## src/lockstep_pkg.sv

```systemverilog
// Lockstep checker package with offsets, bus widths, integrity code masks and core beat types
package lockstep_pkg;

  //////////////////////////////////////////////////////////////////////
  // Lockstep timing
  //////////////////////////////////////////////////////////////////////

  // Cycles the shadow core trails the main core
  localparam int unsigned LOCKSTEP_OFFSET = 2;

  // Main outputs wait one extra cycle for the shadow output register
  localparam int unsigned OUT_DELAY = LOCKSTEP_OFFSET + 1;

  localparam int unsigned RST_CNT_W = (LOCKSTEP_OFFSET > 1) ? $clog2(LOCKSTEP_OFFSET) : 1;

  //////////////////////////////////////////////////////////////////////
  // Bus and integrity code
  //////////////////////////////////////////////////////////////////////

  localparam int unsigned DATA_W = 32;
  localparam int unsigned INTG_W = 7;

  // Code bit k is the parity of the data bits selected by mask k
  localparam logic [DATA_W-1:0] INTG_MASKS [INTG_W] = '{
    32'h2606_BD25,
    32'hDEBA_8050,
    32'h413D_89AA,
    32'h3123_4ED1,
    32'hC2C1_323B,
    32'h2DCC_624C,
    32'h9850_5586
  };

  // Inverted code, all-zero data carries a nonzero code
  localparam logic [INTG_W-1:0] INTG_INV = 7'h2A;

  //////////////////////////////////////////////////////////////////////
  // Core opcodes and beats
  //////////////////////////////////////////////////////////////////////

  typedef enum logic [2:0] {
    OP_NOP   = 3'd0,
    OP_LOAD  = 3'd1,
    OP_ADD   = 3'd2,
    OP_SUB   = 3'd3,
    OP_XOR   = 3'd4,
    OP_STORE = 3'd5
  } op_e;

  // One read beat into the core
  typedef struct packed {
    logic              rvalid;
    op_e               op;
    logic [DATA_W-1:0] rdata;
  } core_in_t;

  // Registered core outputs
  typedef struct packed {
    logic [DATA_W-1:0] acc;
    logic              wreq;
    logic [DATA_W-1:0] wdata;
  } core_out_t;

endpackage

```

## src/lockstep_reset_seq.sv

```systemverilog
// Holds the shadow core in reset for the lockstep offset, then enables output comparison
module lockstep_reset_seq import lockstep_pkg::*; (
  input  logic clk_i,
  input  logic rst_ni,
  output logic shadow_rst_no,
  output logic cmp_en_o
);

  logic [RST_CNT_W-1:0] cnt_d, cnt_q;
  logic                 set_d, set_q;
  logic                 cmp_en_q;

  // Counter stops once the release point is reached
  assign set_d = (cnt_q == RST_CNT_W'(LOCKSTEP_OFFSET - 1));
  assign cnt_d = set_d ? cnt_q : cnt_q + RST_CNT_W'(1);

  always_ff @(posedge clk_i or negedge rst_ni) begin
    if (!rst_ni) begin
      cnt_q    <= '0;
      set_q    <= 1'b0;
      cmp_en_q <= 1'b0;
    end else begin
      cnt_q    <= cnt_d;
      set_q    <= set_d;
      // Compare starts one cycle after the shadow core leaves reset
      cmp_en_q <= set_q;
    end
  end

  assign shadow_rst_no = set_q;
  assign cmp_en_o      = cmp_en_q;

endmodule

```

## src/lockstep_input_delay.sv

```systemverilog
// Delays main core input beats by the lockstep offset to feed the shadow core
module lockstep_input_delay import lockstep_pkg::*; (
  input  logic              clk_i,
  input  logic              rst_ni,
  input  core_in_t          beat_i,
  input  logic [INTG_W-1:0] intg_i,
  output core_in_t          beat_first_o,
  output logic [INTG_W-1:0] intg_first_o,
  output core_in_t          beat_delayed_o
);

  // Stage 0 is the newest beat
  core_in_t [LOCKSTEP_OFFSET-1:0] stage_q;
  logic [INTG_W-1:0]              intg_q;

  always_ff @(posedge clk_i or negedge rst_ni) begin
    if (!rst_ni) begin
      stage_q <= '0;
      intg_q  <= '0;
    end else begin
      stage_q[0] <= beat_i;
      for (int unsigned i = 1; i < LOCKSTEP_OFFSET; i++) begin
        stage_q[i] <= stage_q[i-1];
      end
      // Lines up with stage 0 for the bus check
      intg_q <= intg_i;
    end
  end

  assign beat_first_o   = stage_q[0];
  assign intg_first_o   = intg_q;
  assign beat_delayed_o = stage_q[LOCKSTEP_OFFSET-1];

endmodule

```

## src/acc_core.sv

```systemverilog
// Small accumulator core with load, arithmetic, xor and store operations on read beats
module acc_core import lockstep_pkg::*; (
  input  logic      clk_i,
  input  logic      rst_ni,
  input  core_in_t  beat_i,
  output core_out_t out_o
);

  core_out_t out_d, out_q;

  //////////////////////////////////////////////////////////////////////
  // Next state
  //////////////////////////////////////////////////////////////////////

  always_comb begin
    out_d       = out_q;
    out_d.wreq  = 1'b0;

    if (beat_i.rvalid) begin
      unique case (beat_i.op)
        OP_LOAD: begin
          out_d.acc = beat_i.rdata;
        end
        OP_ADD: begin
          out_d.acc = out_q.acc + beat_i.rdata;
        end
        OP_SUB: begin
          out_d.acc = out_q.acc - beat_i.rdata;
        end
        OP_XOR: begin
          out_d.acc = out_q.acc ^ beat_i.rdata;
        end
        OP_STORE: begin
          // Write request lasts one cycle, data stays behind
          out_d.wreq  = 1'b1;
          out_d.wdata = out_q.acc;
        end
        default: begin
          out_d.acc = out_q.acc;
        end
      endcase
    end
  end

  //////////////////////////////////////////////////////////////////////
  // State
  //////////////////////////////////////////////////////////////////////

  always_ff @(posedge clk_i or negedge rst_ni) begin
    if (!rst_ni) begin
      out_q <= '0;
    end else begin
      out_q <= out_d;
    end
  end

  assign out_o = out_q;

endmodule

```

## src/bus_intg_check.sv

```systemverilog
// Checks integrity of registered read beats and encodes integrity for outgoing write data
module bus_intg_check import lockstep_pkg::*; (
  input  core_in_t          beat_i,
  input  logic [INTG_W-1:0] intg_i,
  input  logic [DATA_W-1:0] wdata_i,
  output logic              bus_err_o,
  output logic [INTG_W-1:0] wdata_intg_o
);

  // Parity per mask, then inverted
  function automatic logic [INTG_W-1:0] intg_enc(input logic [DATA_W-1:0] data);
    logic [INTG_W-1:0] code;
    for (int unsigned k = 0; k < INTG_W; k++) begin
      code[k] = ^(data & INTG_MASKS[k]);
    end
    return code ^ INTG_INV;
  endfunction

  logic [INTG_W-1:0] rdata_code;

  //////////////////////////////////////////////////////////////////////
  // Read check
  //////////////////////////////////////////////////////////////////////

  assign rdata_code = intg_enc(beat_i.rdata);

  // Code is only meaningful on a valid beat
  assign bus_err_o = beat_i.rvalid & (rdata_code != intg_i);

  //////////////////////////////////////////////////////////////////////
  // Write generation
  //////////////////////////////////////////////////////////////////////

  assign wdata_intg_o = intg_enc(wdata_i);

endmodule

```

## src/lockstep_compare.sv

```systemverilog
// Delays main core outputs, registers shadow outputs and flags any difference between them
module lockstep_compare import lockstep_pkg::*; (
  input  logic      clk_i,
  input  logic      rst_ni,
  input  logic      cmp_en_i,
  input  core_out_t main_out_i,
  input  core_out_t shadow_out_i,
  output logic      mismatch_o
);

  // Entry OUT_DELAY-1 holds the oldest main output
  core_out_t [OUT_DELAY-1:0] main_q;
  core_out_t                 shadow_q;

  //////////////////////////////////////////////////////////////////////
  // Output alignment
  //////////////////////////////////////////////////////////////////////

  always_ff @(posedge clk_i or negedge rst_ni) begin
    if (!rst_ni) begin
      main_q   <= '0;
      shadow_q <= '0;
    end else begin
      main_q[0] <= main_out_i;
      for (int unsigned i = 1; i < OUT_DELAY; i++) begin
        main_q[i] <= main_q[i-1];
      end
      shadow_q <= shadow_out_i;
    end
  end

  //////////////////////////////////////////////////////////////////////
  // Comparison
  //////////////////////////////////////////////////////////////////////

  // Any bit difference counts
  assign mismatch_o = cmp_en_i & (main_q[OUT_DELAY-1] != shadow_q);

endmodule

```

## src/lockstep_top.sv

```systemverilog
// Lockstep checker top level running a shadow accumulator core behind the main core
module lockstep_top import lockstep_pkg::*; (
  input  logic              clk_i,
  input  logic              rst_ni,
  input  core_in_t          core_in_i,
  input  logic [INTG_W-1:0] rdata_intg_i,
  input  core_out_t         main_out_i,
  output logic [INTG_W-1:0] data_wdata_intg_o,
  output logic              alert_major_internal_o,
  output logic              alert_major_bus_o
);

  logic              shadow_rst_n;
  logic              cmp_en;
  core_in_t          beat_first;
  core_in_t          beat_delayed;
  logic [INTG_W-1:0] intg_first;
  core_out_t         shadow_out;

  lockstep_reset_seq u_reset_seq (
    .clk_i        (clk_i),
    .rst_ni       (rst_ni),
    .shadow_rst_no(shadow_rst_n),
    .cmp_en_o     (cmp_en)
  );

  lockstep_input_delay u_input_delay (
    .clk_i         (clk_i),
    .rst_ni        (rst_ni),
    .beat_i        (core_in_i),
    .intg_i        (rdata_intg_i),
    .beat_first_o  (beat_first),
    .intg_first_o  (intg_first),
    .beat_delayed_o(beat_delayed)
  );

  acc_core u_shadow_core (
    .clk_i (clk_i),
    .rst_ni(shadow_rst_n),
    .beat_i(beat_delayed),
    .out_o (shadow_out)
  );

  bus_intg_check u_bus_intg_check (
    .beat_i      (beat_first),
    .intg_i      (intg_first),
    .wdata_i     (main_out_i.wdata),
    .bus_err_o   (alert_major_bus_o),
    .wdata_intg_o(data_wdata_intg_o)
  );

  lockstep_compare u_compare (
    .clk_i       (clk_i),
    .rst_ni      (rst_ni),
    .cmp_en_i    (cmp_en),
    .main_out_i  (main_out_i),
    .shadow_out_i(shadow_out),
    .mismatch_o  (alert_major_internal_o)
  );

endmodule

```

## config.mk

```make
export PLATFORM = sky130hd
export DESIGN_NAME = lockstep_top
export DESIGN_NICKNAME = d
export VERILOG_FILES = /design/src/lockstep_pkg.sv /design/src/lockstep_reset_seq.sv /design/src/lockstep_input_delay.sv /design/src/acc_core.sv /design/src/bus_intg_check.sv /design/src/lockstep_compare.sv /design/src/lockstep_top.sv
export SDC_FILE = /design/constraint.sdc
export NUM_CORES = 1
export LEC_CHECK = 0
export ABC_AREA = 1
export BUFFER_PORTS_ARGS = -buffer_cell sky130_fd_sc_hd__buf_2
export CORE_MARGIN = 2
export CORE_UTILIZATION = 55
export DETAILED_ROUTE_END_ITERATION = 10
export GPL_TIMING_DRIVEN = 0
export PLACE_DENSITY = 0.74
export SYNTH_ARGS = -nofsm -noshare
export SYNTH_HDL_FRONTEND = slang
export SYNTH_SLANG_ARGS = --single-unit
```

## constraint.sdc

```tcl
create_clock -name clk_i -period 3.1 [get_ports clk_i]
set_clock_uncertainty 0.15 [all_clocks]
set_input_delay 0.155 -clock clk_i [delete_from_list [all_inputs] [get_ports clk_i]]
set_output_delay 0.155 -clock clk_i [all_outputs]
set_load 0.02 [all_outputs]
```

# After elaboration in Yosys (flattened, before gate mapping)
# Cells that the tools add are included.
# W data, S select, Z words.
# totals
inputBits	110
output_inout_bits	9
reg_bits	407
wordCells	61
# op_classes
n_reduce_logical	17
n_addsub	3
bitwise	5
n_mux	4
eq_ne	7
# op_table
operator	n
$reduce_xor A32 Y1	14
$pmux W32 S4	1
$mux W33	2
$ne A65 B65 Y1	1
$add A32 B32 Y32	1
$sub A32 B32 Y32	1
$xor A32 B32 Y32	1
$ne A7 B7 Y1	1
$eq A3 B2 Y1 const B	2
$eq A3 B3 Y1 const B	2
$not A3 Y3	2
$reduce_and A2 Y1	2
$reduce_bool A4 Y1	1
$eq A3 B1 Y1 const B	1
$and A1 B1 Y1	2
$add A1 B1 Y1 const B	1
$mux W1	1

# Longest topological paths before layout
# Gate-level depths: netlist (run 1).
# depth
ltp_word	4
mapped_depth	24
depth_no_buf	24

# Hierarchy
# Synthesis (run 1) repeated with hierarchy kept, for this count alone.
# unflattened
hier_cells	1982
area_unflattened_um2	17899.7
# modules_own_cells
mod	cells_per_inst	instances	area_per_inst_um2	seq_area_each_um2
lockstep_compare	473	1	7516.0	6506.2
acc_core	948	1	5964.5	1626.6
bus_intg_check	478	1	2363.5	0.0
lockstep_input_delay	79	1	1976.9	1976.9
lockstep_reset_seq	4	1	78.8	75.1

# Worst setup path after synthesis (run 1)
# OpenSTA, ideal clock, no wires.
# synth_path
path_type	register to register
from	register u_input_delay.stage_q (netlist bit u_input_delay.beat_delayed_o[1])
to	register u_shadow_core.out_q (netlist bit u_shadow_core.out_o[63])
arrival_ns	2.709
n_path_buf	0
stages_incl_launch_ff	23
slack_ns	0.120
required_ns	2.829
setup_time_ns	0.121
period_less_slack_ns	2.980
cell_sequence	dfrtp_1 > inv_1 > ha_1 > nand2_1 > nor3_2 > inv_2 > nor2_4 > nand2_2 > nor2_4 > nand3_2 > nand2_2 > o21ai_1 > xor2_1 > ha_1 > nand2_1 > nor3_1 > nand2_1 > nor3_1 > nand2_1 > nand2_1 > nand2_1 > nand3_1 > a21oi_1
# synth_between
elab_chain_cells	2
elab_cells_between_ends	3
classes_between	add/sub (2); mux (1)
# synth_rtl
element	line	rtl
start, declared	lockstep_input_delay.sv:13	core_in_t [LOCKSTEP_OFFSET-1:0] stage_q;
start signal, assigned by index	lockstep_input_delay.sv:23	stage_q[i] <= stage_q[i-1];
$sub A32 B32 Y32 or $add A32 B32 Y32 (tied branches)	acc_core.sv:28, acc_core.sv:25	
$pmux W32 S4 *	acc_core.sv:20	unique case (beat_i.op)
end signal, assigned	acc_core.sv:53	out_q <= out_d;
end, declared	acc_core.sv:9	core_out_t out_d, out_q;
# Mark *: on every way between the ends. The rest lies on a longest branch, timed or not.
# A chain may end at the register's enable or synchronous reset.

# Final worst setup path (run 1)
# Ends and elaborated chain as after synthesis.

==> metrics.yaml, run 1 <==
run_status:
  status: "finished, violations left"
  violations: "negative setup slack"
sta:
  setup_viol: 18
  fmax_mhz: 293
  tightestPinTransition_ns: 0.953
  slew_viol_final: 0
  rsz0062_at_grt: "true"
  slew_headroom_pct: 36.4
  hold_viol_final: 0
  timing.final.crit_share_pct: 110
  fin_ws_ns: -0.310
  layout_min_cycle_time_ns: 3.41
synth:
  synth_seq_cells: 407
  synth_warnings: 0
  syn_area_mm2: 0.0174
  syn_nets: 1919
  synth.most_common_cell: "nand2_1"
  yosysTopAreaCell: "dfrtp_1"
  async_flop_share_pct: 100
  netlist.area_leader.share_pct: 58.7
  synthCells: 1776
  ys_seq_area_share_pct: 58.7
  synth_edf_count: 0
  synth_commonest_cells: "469 x nand2_1, 407 x dfrtp_1, 154 x inv_1"
  synth.area.top_cells: "dfrtp_1 59%, nand2_1 10%, xnor2_1 5.1%"
  synthFlopType: "dfrtp_1"
  avgSynthCellArea_um2: 9.77
  ys_types: 48
cells_and_area:
  layout.nets: 2257
  syn_to_final_growth_pct: 31.6
  stdcell_count: 2546
  drive_above_1_share_pct: 23.1
  diodes: 0
  utilization_pct: 72.9
global_route:
  global_route.usage.met1_pct: 36.4
  grt_max_degree: 130
  antenna_found_initial: 0
  grt_busiest_layer: "met2"
  grt_pass1_wl_um: 72500
  grt_pass1_vias: 13600
  grt.met2_usage_pct: 50.2
  grt_overflow: 0
  track_usage_pct: 28.7
  use_met3_pct: 4.25
floorplan:
  dieArea_mm2: 0.0330
  num_io_pins: 119
  rows: 65
  core_mm2: 0.0313
  die_h_um: 182
  die_w_um: 182
  initial_core_util_pct: 55.4
route:
  via_per_inst: 5.31
  drt-pass1-iter-count: 7
  drt_iter0_markers: 998
  wl_per_cell_um: 18.6
  ant_nets: 0
  vias: 13500
  wl_um: 47200
  route.detailed.drc: 0
placement:
  gp_congestion: 0.955
  post-dp-hpwl_um: 31300
  port_buffers: 118
  dp.cells: 2298
  place_ws_ns: -0.618
clocking:
  clkTransAtPathRegs_ns: 0.06
  clkLatencyLatePin_ns: 0.55
  root_buffer: "clkbuf_16"
  clkSinkCount: 407
  h-tree-depth: 2
  cts_tree: "done"
  clk_path_buf_depth: 3
  cts_made_buffers: 41
power_and_ir_drop:
  ir_worst_vdd_v: 0.000546
  p_seq_share_pct: 41.4
  swShare_pct: 31.1
  clock_power_share_pct: 33.4
  pwr-share-comb_pct: 25.1
  switchingPower_uw: 4850
  internal_power_uw: 10700
  p_per_area_mw_per_mm2: 682
  power_leakage_uw: 0.0108
critical_path:
  r2r_start: "u_input_delay.beat_delayed_o[1]"
  crit_type: "reg -> reg"
  endpoint_kind: "register"
  worstReg2RegEnd: "u_shadow_core.out_o[63]"
  rrSetupSlack_ns: -0.31
  start_kind: "register"
  cp.required_ns: 3.38
  reg2regPathDepth: 24
  critPathArrivalTime_ns: 3.69
  path_max_fanout: 4
run:
  max-cap-violations: 0
hold_path:
  hp-start: "main_out_i[47]"
  min_to: "u_compare.main_q[47]"
  hold_path_depth: 2
  hold_class: "in -> reg"
-- critical path, stage by stage (launching register included) --
cell and delay [ns]:
dfrtp_1 0.41, inv_2 0.11, ha_4 0.16, nand2_4 0.06, nor3_4 0.19, inv_2 0.07, nor2_4 0.12, nand2_2 0.09
nor2_4 0.13, inv_2 0.07, buf_6 0.11, nand2_2 0.05, xor2_1 0.14, inv_1 0.09, ha_4 0.35, nand2_8 0.08
nor2_4 0.16, buf_6 0.12, inv_2 0.03, nor3_2 0.19, nand2_2 0.11, nand2_1 0.08, nand2_1 0.07, nand3_2 0.10
a21oi_2 0.06
-- power groups by stage --
stage                     Clock, uW  Sequential [uW]  Combinational, uW
after floorplan                   0             6290               1930
after global placement            0             6480               2600
after detailed placement          0             6490               2680
after CTS                      5290             6420               3240
after global routing           5560             6500               4250
final                          5200             6450               3910
-- logic make-up (layout without fill, tap and decap cells) --
group / count (synthesis) / after routing / synth area share, %
and+or+nand+nor: 748 / 748 / 18.0
other: 1 / 1 / 0.0216
DFF: 407 / 407 / 58.7
xor gates and xnor gates: 202 / 202 / 10.2
adders and majority gates: 33 / 33 / 2.42
AOI/OAI and AO/OA: 199 / 199 / 6.51
buffers and inverters: 186 / 554 / 4.16
-- metal layers --
layer  routed length [um]  vias up
li1                     -     6335
met1                18900     6604
met2                23900      477
met3                 2790      104
met4                 1590        0
met5                    0        -
-- final cells by class --
type | count | area, um^2
Sequential cell | 407 | 10200
Fill cell | 2138 | 8480
Multi-Input combinational cell | 1183 | 7650
Timing Repair Buffer | 295 | 2300
Clock buffer | 52 | 1150
Inverter | 161 | 607
Tap cell | 402 | 503
Clock inverter | 21 | 299
Buffer | 25 | 139
-- how the worst max path moves through the flow --
stage                                         end  slack, ns  depth (start not counted)                        startpoint
after floorplan           u_shadow_core.out_o[63]       0.12                         22   u_input_delay.beat_delayed_o[1]
after global placement       u_compare.main_q[25]      -4.25                          1                            rst_ni
after detailed placement  u_shadow_core.out_o[62]      -0.62                         18  u_input_delay.beat_delayed_o[33]
after CTS                 u_shadow_core.out_o[63]      -0.34                         21   u_input_delay.beat_delayed_o[1]
after global routing      u_shadow_core.out_o[59]      -0.43                         22   u_input_delay.beat_delayed_o[1]
final                     u_shadow_core.out_o[63]      -0.31                         24   u_input_delay.beat_delayed_o[1]
-- sequential cells by signal, summed over array words and instances, names as in the netlist --
| signal | flops |
|---|---|
| u_compare.shadow_q | 65 |
| u_reset_seq.cmp_en_o | 1 |
| u_input_delay.beat_first_o | 36 |
| u_compare.main_q | 195 |
| u_input_delay.intg_first_o | 7 |
| u_shadow_core.out_o | 65 |
| u_input_delay.beat_delayed_o | 36 |
| u_reset_seq.shadow_rst_no | 1 |
| u_reset_seq.cnt_q | 1 |
-- repair_timing --
action | in CTS | in global routing
pin swaps | 60 | 85
setup endpoints to repair | 27 | 26
resized for setup | 145 | 157
buffers inserted | 36 | 33
hold buffers | 109 | 0
endpoints found under the hold margin | 214 | 0
-- cells in the final DEF, fill, tap and decap left out, types with 12 or more instances in the layout --
cell type and instances:
nand2_1 427, nand3_1 73, xnor2_1 101, a21oi_4 16
dfrtp_1 404, a21oi_1 39, inv_1 140, nand4_1 18
a21oi_2 23, a31oi_1 18, xor2_1 93, nor2_2 19
inv_2 20, ha_4 19, clkbuf_1 12, nand2_4 16
nand2_2 31, clkbuf_16 42, o21ai_0 36, buf_4 57
dlygate4sd3_1 109, buf_2 127, o21ai_1 17, o21ai_2 12
nor2_1 96, nor2_4 12
-- stage by stage --
stage	area, um^2	setup TNS (ns)	hold WS (ns)	total power (uW)
finish	22800	-3.18	0.0906	15600
global placement	18400	-1438.50	0.112	9080
floorplan	17400	0	-0.291	8210
global route	22800	-5.82	0.0757	16300
detailed placement	18500	-9.17	0.0984	9170
CTS	21900	-2.38	0.0602	14900
Power figures use the tool's default switching activity.
==> inputs of run 2 (changes only) <==
Settings changed: CAP_MARGIN set to 20.
Clock period 3.1 ns to 4 ns, I/O delays scaled along.
==> metrics.yaml, run 2 (synthesis results as in run 1) <==
power_and_ir_drop:
  ir_worst_vdd_v: 0.000423  # -23%
  p_per_area_mw_per_mm2: 533  # -22%
  clock_power_share_pct: 35.9  # +2.5 points
  internal_power_uw: 7880  # -26%
  swShare_pct: 29.8  # -1.4 points
  pwr-share-comb_pct: 19.8  # -5.3 points
  p_total_uw: 11200  # -28%
  power_leakage_uw: 0.0102  # -5.7%
  switchingPower_uw: 3340  # -31%
  p_seq_share_pct: 44.3  # +2.9 points
clocking:
  clkSinkCount: 407  # unchanged
  cts_setup_buffers: 0  # -100%
  cts_made_buffers: 41  # unchanged
  clkTransAtPathRegs_ns: 0.06  # about the same
  clk_path_buf_depth: 3  # unchanged
  root_buffer: "clkbuf_16"
  h-tree-depth: 2  # unchanged
  cts_tree: "done"
  clkLatencyLatePin_ns: 0.55  # about the same
floorplan:
  num_io_pins: 119  # unchanged
  core_mm2: 0.0313  # unchanged
  initial_core_util_pct: 55.4  # unchanged
  rows: 65  # unchanged
  die_w_um: 182  # unchanged
  dieArea_mm2: 0.0330  # unchanged
  die_h_um: 182  # unchanged
critical_path:
  start_kind: "register"
  crit_type: "reg -> reg"
  path_cells: "inv_1 -> ha_1 -> nand2_1 -> nor3_2 -> inv_2 -> nor2_4 -> nand2_2 -> nor2_4 -> nand3_2 -> nand2_2 -> o21ai_2 -> xnor2_1 -> ha_1 -> nand2_1 -> nor2_1 -> nand2_1 -> nor4_1 -> nand2_1 -> nand4_1 -> nand3_1 -> a21oi_1"
  crit_top_cell: "nand2_1"
  cpMaxStageDelayCell: "dfrtp_1"
  critPathArrivalTime_ns: 4.04  # +0.35 ns
  path_max_fanout: 5  # +1
  endpoint_kind: "register"
  path_buf_inv: 2  # -5
  cp.required_ns: 4.30  # +0.92 ns
  critPathLaunch: "u_input_delay.beat_delayed_o[1]"
  r2r_start: "u_input_delay.beat_delayed_o[1]"
  crit_family: "simple AND/OR/NAND/NOR gates"
  slowest_delay_ns: 0.41  # about the same
sta:
  fin_ws_ns: 0.262  # +0.572 ns
  layout_min_cycle_time_ns: 3.74  # +0.328 ns
  setup_viol: 0  # -18
  hold_viol_final: 0  # unchanged
  slew_headroom_pct: 37.8  # +1.3 points
  fmax_mhz: 267  # -8.8%
  timing.final.crit_share_pct: 93.5  # -17 points
  hold_ws_ns: 0.139  # +0.0479 ns
  slew_viol_final: 0  # unchanged
  rsz0062_at_grt: "false"
  tightestPinTransition_ns: 0.934  # -0.0196 ns
global_route:
  grt_overflow: 0  # unchanged
  track_usage_pct: 28.0  # -0.67 points
  grt_pass1_vias: 13200  # -3.0%
  grt_max_degree: 130  # unchanged
  antenna_found_initial: 0  # unchanged
  grt_pass1_wl_um: 70600  # -2.6%
cells_and_area:
  diodes: 0  # unchanged
  utilization_pct: 67.3  # -5.6 points
  regMostFlops: "u_compare.main_q"
  largest_reg_flops: 195  # unchanged
  final_cell_mix: "469 x nand2_1, 406 x dfrtp_1, 154 x inv_1"
  stdcell_count: 2480  # -2.6%
  drive_above_1_share_pct: 11.8  # -11 points
  syn_to_final_growth_pct: 21.4
  final_common_cell: "nand2_1"
  layout.nets: 2191  # -2.9%
hold_path:
  hold_class: "in -> reg"
  hp-start: "main_out_i[47]"
placement:
  place_ws_ns: 0.282  # +0.900 ns
  dp.cells: 2298  # unchanged
  post-dp-hpwl_um: 31300  # unchanged
  port_buffers: 118  # unchanged
  gp_congestion: 0.955  # unchanged
run:
  max-cap-violations: 0  # unchanged
route:
  drt-pass1-iter-count: 6  # -1
  route.detailed.drc: 0  # unchanged
  vias: 12900  # -4.3%
  ant_nets: 0  # unchanged
  drt_iter0_markers: 861  # -14%
  wl_per_cell_um: 18.1  # -2.4%
  via_per_inst: 5.21  # -1.8%
  wl_um: 44900  # -4.9%
run_status:
  status: "finished, final reports clean"
==> run 2: area by class of cell <==
cell class                      count  area, um^2
Multi-Input combinational cell   1183        6470
Buffer                             25         118
Clock buffer                       52        1150
Sequential cell                   407       10200
Inverter                          161         604
Clock inverter                     21         299
Timing Repair Buffer              229        1750
Tap cell                          402         503
Fill cell                        2339       10200
==> run 2: timing repair <==
| item | 4_1_cts | 5_1_grt |
|---|---|---|
| resized for setup | 0 | 4 |
| endpoints found under the hold margin | 214 | 0 |
| hold buffers | 109 | 0 |
| endpoints found under the setup margin | 0 | 4 |
==> run 2: metal layers <==
metal	routed length, um	vias up	GRT usage, %	share of wire, %
met1	18600	6208	35.8	41
li1	-	6217	-	-
met2	22500	418	48.8	50
met5	0	-	0	0
met4	1400	0	9.95	3.1
met3	2470	90	4.45	5.5
==> run 2: final timing paths <==
path | end | slack [ns] | cells past startpoint
setup / recovery | u_shadow_core.out_o[59] | 0.26 | 21
hold / removal | u_compare.main_q[47] | 0.14 | 2
setup reg to reg | u_shadow_core.out_o[59] | 0.26 | 21
max in group asynchronous | u_reset_seq.shadow_rst_no | 2.48 | 3
hold reg to reg | u_compare.main_q[129] | 0.19 | 0
min in group asynchronous | u_compare.main_q[49] | 0.15 | 2
==> run 2: per-stage QoR <==
stage	setup TNS [ns]	area, um^2
after global placement	-1138.63	18400
after global routing	0	21100
after detailed placement	0	18500
after floorplan	0	17400
final	0	21100
after CTS	0	21100
==> run 2: power by group through the flow <==
stage | logic (uW) | registers [uW] | clock network, uW
2_1_floorplan | 1490 | 4870 | 0
3_3_place_gp | 2020 | 5020 | 0
3_5_place_dp | 2080 | 5030 | 0
4_1_cts | 2180 | 4970 | 4100
5_1_grt | 2480 | 5020 | 4310
6_report | 2220 | 4970 | 4030
==> inputs of run 3 (changes only) <==
Settings changed: PLACE_DENSITY 0.74 to 0.73, SYNTH_HIERARCHICAL set to 1.
==> metrics.yaml, run 3 <==
global_route:
  grt_pass1_wl_um: 72100  # +2.2%
  antenna_found_initial: 1  # +1
  track_usage_pct: 27.8  # -0.20 points
  grt_overflow: 0  # unchanged
  grt_max_degree: 121  # -6.9%
  grt_pass1_vias: 14000  # +6.1%
floorplan:
  num_io_pins: 119  # unchanged
  core_mm2: 0.0323  # +3.1%
  die_h_um: 184  # +1.5%
  initial_core_util_pct: 55.4  # about the same
  die_w_um: 184  # +1.5%
  dieArea_mm2: 0.0340  # +3.1%
  rows: 66  # +1.5%
critical_path:
  cp.required_ns: 4.32  # +0.02 ns
  critPathLaunch: "u_input_delay/beat_delayed_o[33]"
  path_max_fanout: 10  # +5
  crit_type: "reg -> reg"
  critPathArrivalTime_ns: 4.00  # -0.04 ns
  r2r_start: "u_input_delay/beat_delayed_o[33]"
  endpoint_kind: "register"
  start_kind: "register"
cells_and_area:
  syn_to_final_growth_pct: 21.9
  final_common_cell: "nand2_1"
  drive_above_1_share_pct: 11.2  # -0.64 points
  largest_reg_flops: 195  # unchanged
  diodes: 0  # unchanged
  seq_area_mm2: 0.0102  # unchanged
  layout.nets: 2402  # +9.6%
  multi_input_area_mm2: 0.00672  # +3.9%
  stdcell_count: 2736  # +10%
  final_cell_mix: "637 x nand2_1, 406 x dfrtp_1, 203 x inv_1"
  n_fill_cell: 2459  # +5.1%
  regMostFlops: "u_compare/main_q"
synth:
  ys_types: 43  # -10%
  netlist.area_leader.share_pct: 56.9  # -1.8 points
  async_flop_share_pct: 100  # unchanged
  synthCells: 1982  # +12%
  yosysTopAreaCell: "dfrtp_1"
  avgSynthCellArea_um2: 9.03  # -7.6%
  synthFlopType: "dfrtp_1"
  syn_nets: 2125  # +11%
  synth_warnings: 6  # +6
  synth.most_common_cell: "nand2_1"
  ys_seq_area_share_pct: 56.9  # -1.8 points
  synth_seq_cells: 407  # unchanged
  synth_edf_count: 0  # unchanged
  synth_commonest_cells: "637 x nand2_1, 407 x dfrtp_1, 203 x inv_1"
  synth.area.top_cells: "dfrtp_1 57%, nand2_1 13%, xor2_1 4.7%"
  syn_area_mm2: 0.0179  # +3.1%
route:
  met2_length_um: 22600  # +0.64%
  wl_per_cell_um: 16.5  # -8.8%
  drt-pass1-iter-count: 5  # -1
  ant_nets: 0  # unchanged
  vias: 13800  # +6.9%
  via_per_inst: 5.05  # -3.1%
  highest_layer: "met5"
  wl_met1_um: 18400  # -0.70%
  met3_length_um: 2670  # +8.1%
  route.detailed.drc: 0  # unchanged
  wl_um: 45200  # +0.61%
  drt_iter0_markers: 887  # +3.0%
placement:
  place_ws_ns: 0.280  # -0.00181 ns
  gp_congestion: 0.945  # -1.1%
  dp.cells: 2545  # +11%
  post-dp-hpwl_um: 32500  # +3.6%
  port_buffers: 118  # unchanged
sta:
  hold_viol_final: 0  # unchanged
  fin_ws_ns: 0.316  # +0.0541 ns
  layout_min_cycle_time_ns: 3.68  # -0.0541 ns
  slew_viol_final: 0  # unchanged
  tightestPinTransition_ns: 0.905  # -0.0284 ns
  slew_headroom_pct: 39.4  # +1.7 points
  setup_viol: 0  # unchanged
  timing.final.crit_share_pct: 92.1  # -1.4 points
  fmax_mhz: 271  # +1.5%
clocking:
  cts_made_buffers: 43  # +4.9%
  clkTransAtPathRegs_ns: 0.06  # about the same
  clkLatencyLatePin_ns: 0.55  # about the same
  root_buffer: "clkbuf_16"
  h-tree-depth: 2  # unchanged
  cts_tree: "done"
  clk_path_buf_depth: 3  # unchanged
  clkSinkCount: 407  # unchanged
power_and_ir_drop:
  internal_power_uw: 8090  # +2.7%
  p_seq_share_pct: 43.0  # -1.3 points
  swShare_pct: 29.8  # +0.053 points
  ir_worst_vdd_v: 0.000326  # -23%
  clock_power_share_pct: 36.8  # +0.9 points
  p_per_area_mw_per_mm2: 529  # -0.73%
  power_leakage_uw: 0.0111  # +9.4%
  switchingPower_uw: 3440  # +2.9%
  pwr-share-comb_pct: 20.1  # +0.3 points
hold_path:
  hold_class: "reg -> async"
run_status:
  status: "finished, final reports clean"
run:
  max-cap-violations: 0  # unchanged
==> run 3: cell count changes after synthesis, sizes merged, moves of 6 or more <==
cell    delta
nor2      +34
nor3       -9
or2        -6
o21bai     +6
nand4     -10
o21ai      -9
inv       +66
nand2    +170
a21oi      -7
xnor2     -29
nand3      +7
==> run 3: metrics by stage <==
step / TNS [ns] / power (uW) / util, % / hold slack [ns] / instance area [um^2]
after floorplan: 0 / 6430 / - / -0.246 / 17900
after global placement: -1152.47 / 7130 / 59.0 / 0.157 / 19000
after detailed placement: 0 / 7200 / 59.3 / 0.0907 / 19100
after CTS: 0 / 11600 / 67.5 / 0.0899 / 21800
after global routing: -0.0271 / 12200 / 67.6 / 0.102 / 21800
final: 0 / 11500 / 67.6 / 0.0793 / 21800
==> run 3: path summary, 6_finish.rpt <==
| path | endpoint | slack (ns) | cells past startpoint |
|---|---|---|---|
| max | u_shadow_core/out_o[54] | 0.32 | 19 |
| min | u_shadow_core/out_o[63] | 0.08 | 0 |
| max reg2reg | u_shadow_core/out_o[54] | 0.32 | 19 |
| max in group asynchronous | u_compare/main_q[92] | 2.05 | 4 |
| min in group clk_i | u_compare/main_q[40] | 0.13 | 2 |
| min reg2reg | u_shadow_core/out_o[63] | 0.08 | 0 |
==> run 3: cell families after synthesis <==
kind of cell / count (synthesis) / synth area share, %
DFF: 407 / 56.9
xor gates and xnor gates: 170 / 8.44
buffers and inverters: 256 / 5.62
other: 1 / 0.0210
adders and majority gates: 33 / 2.35
and+or+nand+nor: 928 / 20.7
AOI/OAI and AO/OA: 187 / 5.93
==> run 3: power by group through the flow <==
stage	sequential, uW	clock, uW	combinational, uW
2_1_floorplan	4870	0	1560
3_3_place_gp	5020	0	2110
3_5_place_dp	5030	0	2170
4_1_cts	4960	4330	2280
5_1_grt	5010	4540	2620
6_report	4960	4250	2320
==> run 3: routing by layer <==
layer / vias to the layer above / track usage [%]
li1: 6741 / -
met1: 6543 / 35.0
met2: 445 / 48.4
met3: 96 / 4.68
met4: 2 / 10.3
met5: - / 0
==> run 3: repair_timing <==
item | in CTS | in global routing
endpoints found under the setup margin | 0 | 1
hold buffers | 109 | 0
hold endpoints to repair | 218 | 0
buffers inserted | 0 | 2
resized for setup | 0 | 2
==> run 3: cell type report <==
type                    instances  share of cell area, %
inverters                     229                   3.94
well taps                     442                   2.54
plain buffers                  27                  0.671
repair buffers                232                   8.20
multi-input cells            1319                   30.8
flip-flops and latches        407                   46.7
clock inverters                22                   1.48
clock buffers                  58                   5.66
==> run 3: critical path: stages, from the launching register on <==
cell and delay [ns]:
dfrtp_1 0.41, inv_1 0.11, nor2_4 0.27, nand2_1 0.23, inv_1 0.15, buf_2 0.25
nor2_1 0.09, xor2_1 0.23, ha_1 0.32, nand2_1 0.19, inv_1 0.06, a21oi_1 0.21
inv_1 0.06, a21oi_1 0.11, nand2_1 0.19, nand2_1 0.13, nand2_1 0.05, nand2_1 0.06
nand3_1 0.15, a21oi_1 0.19
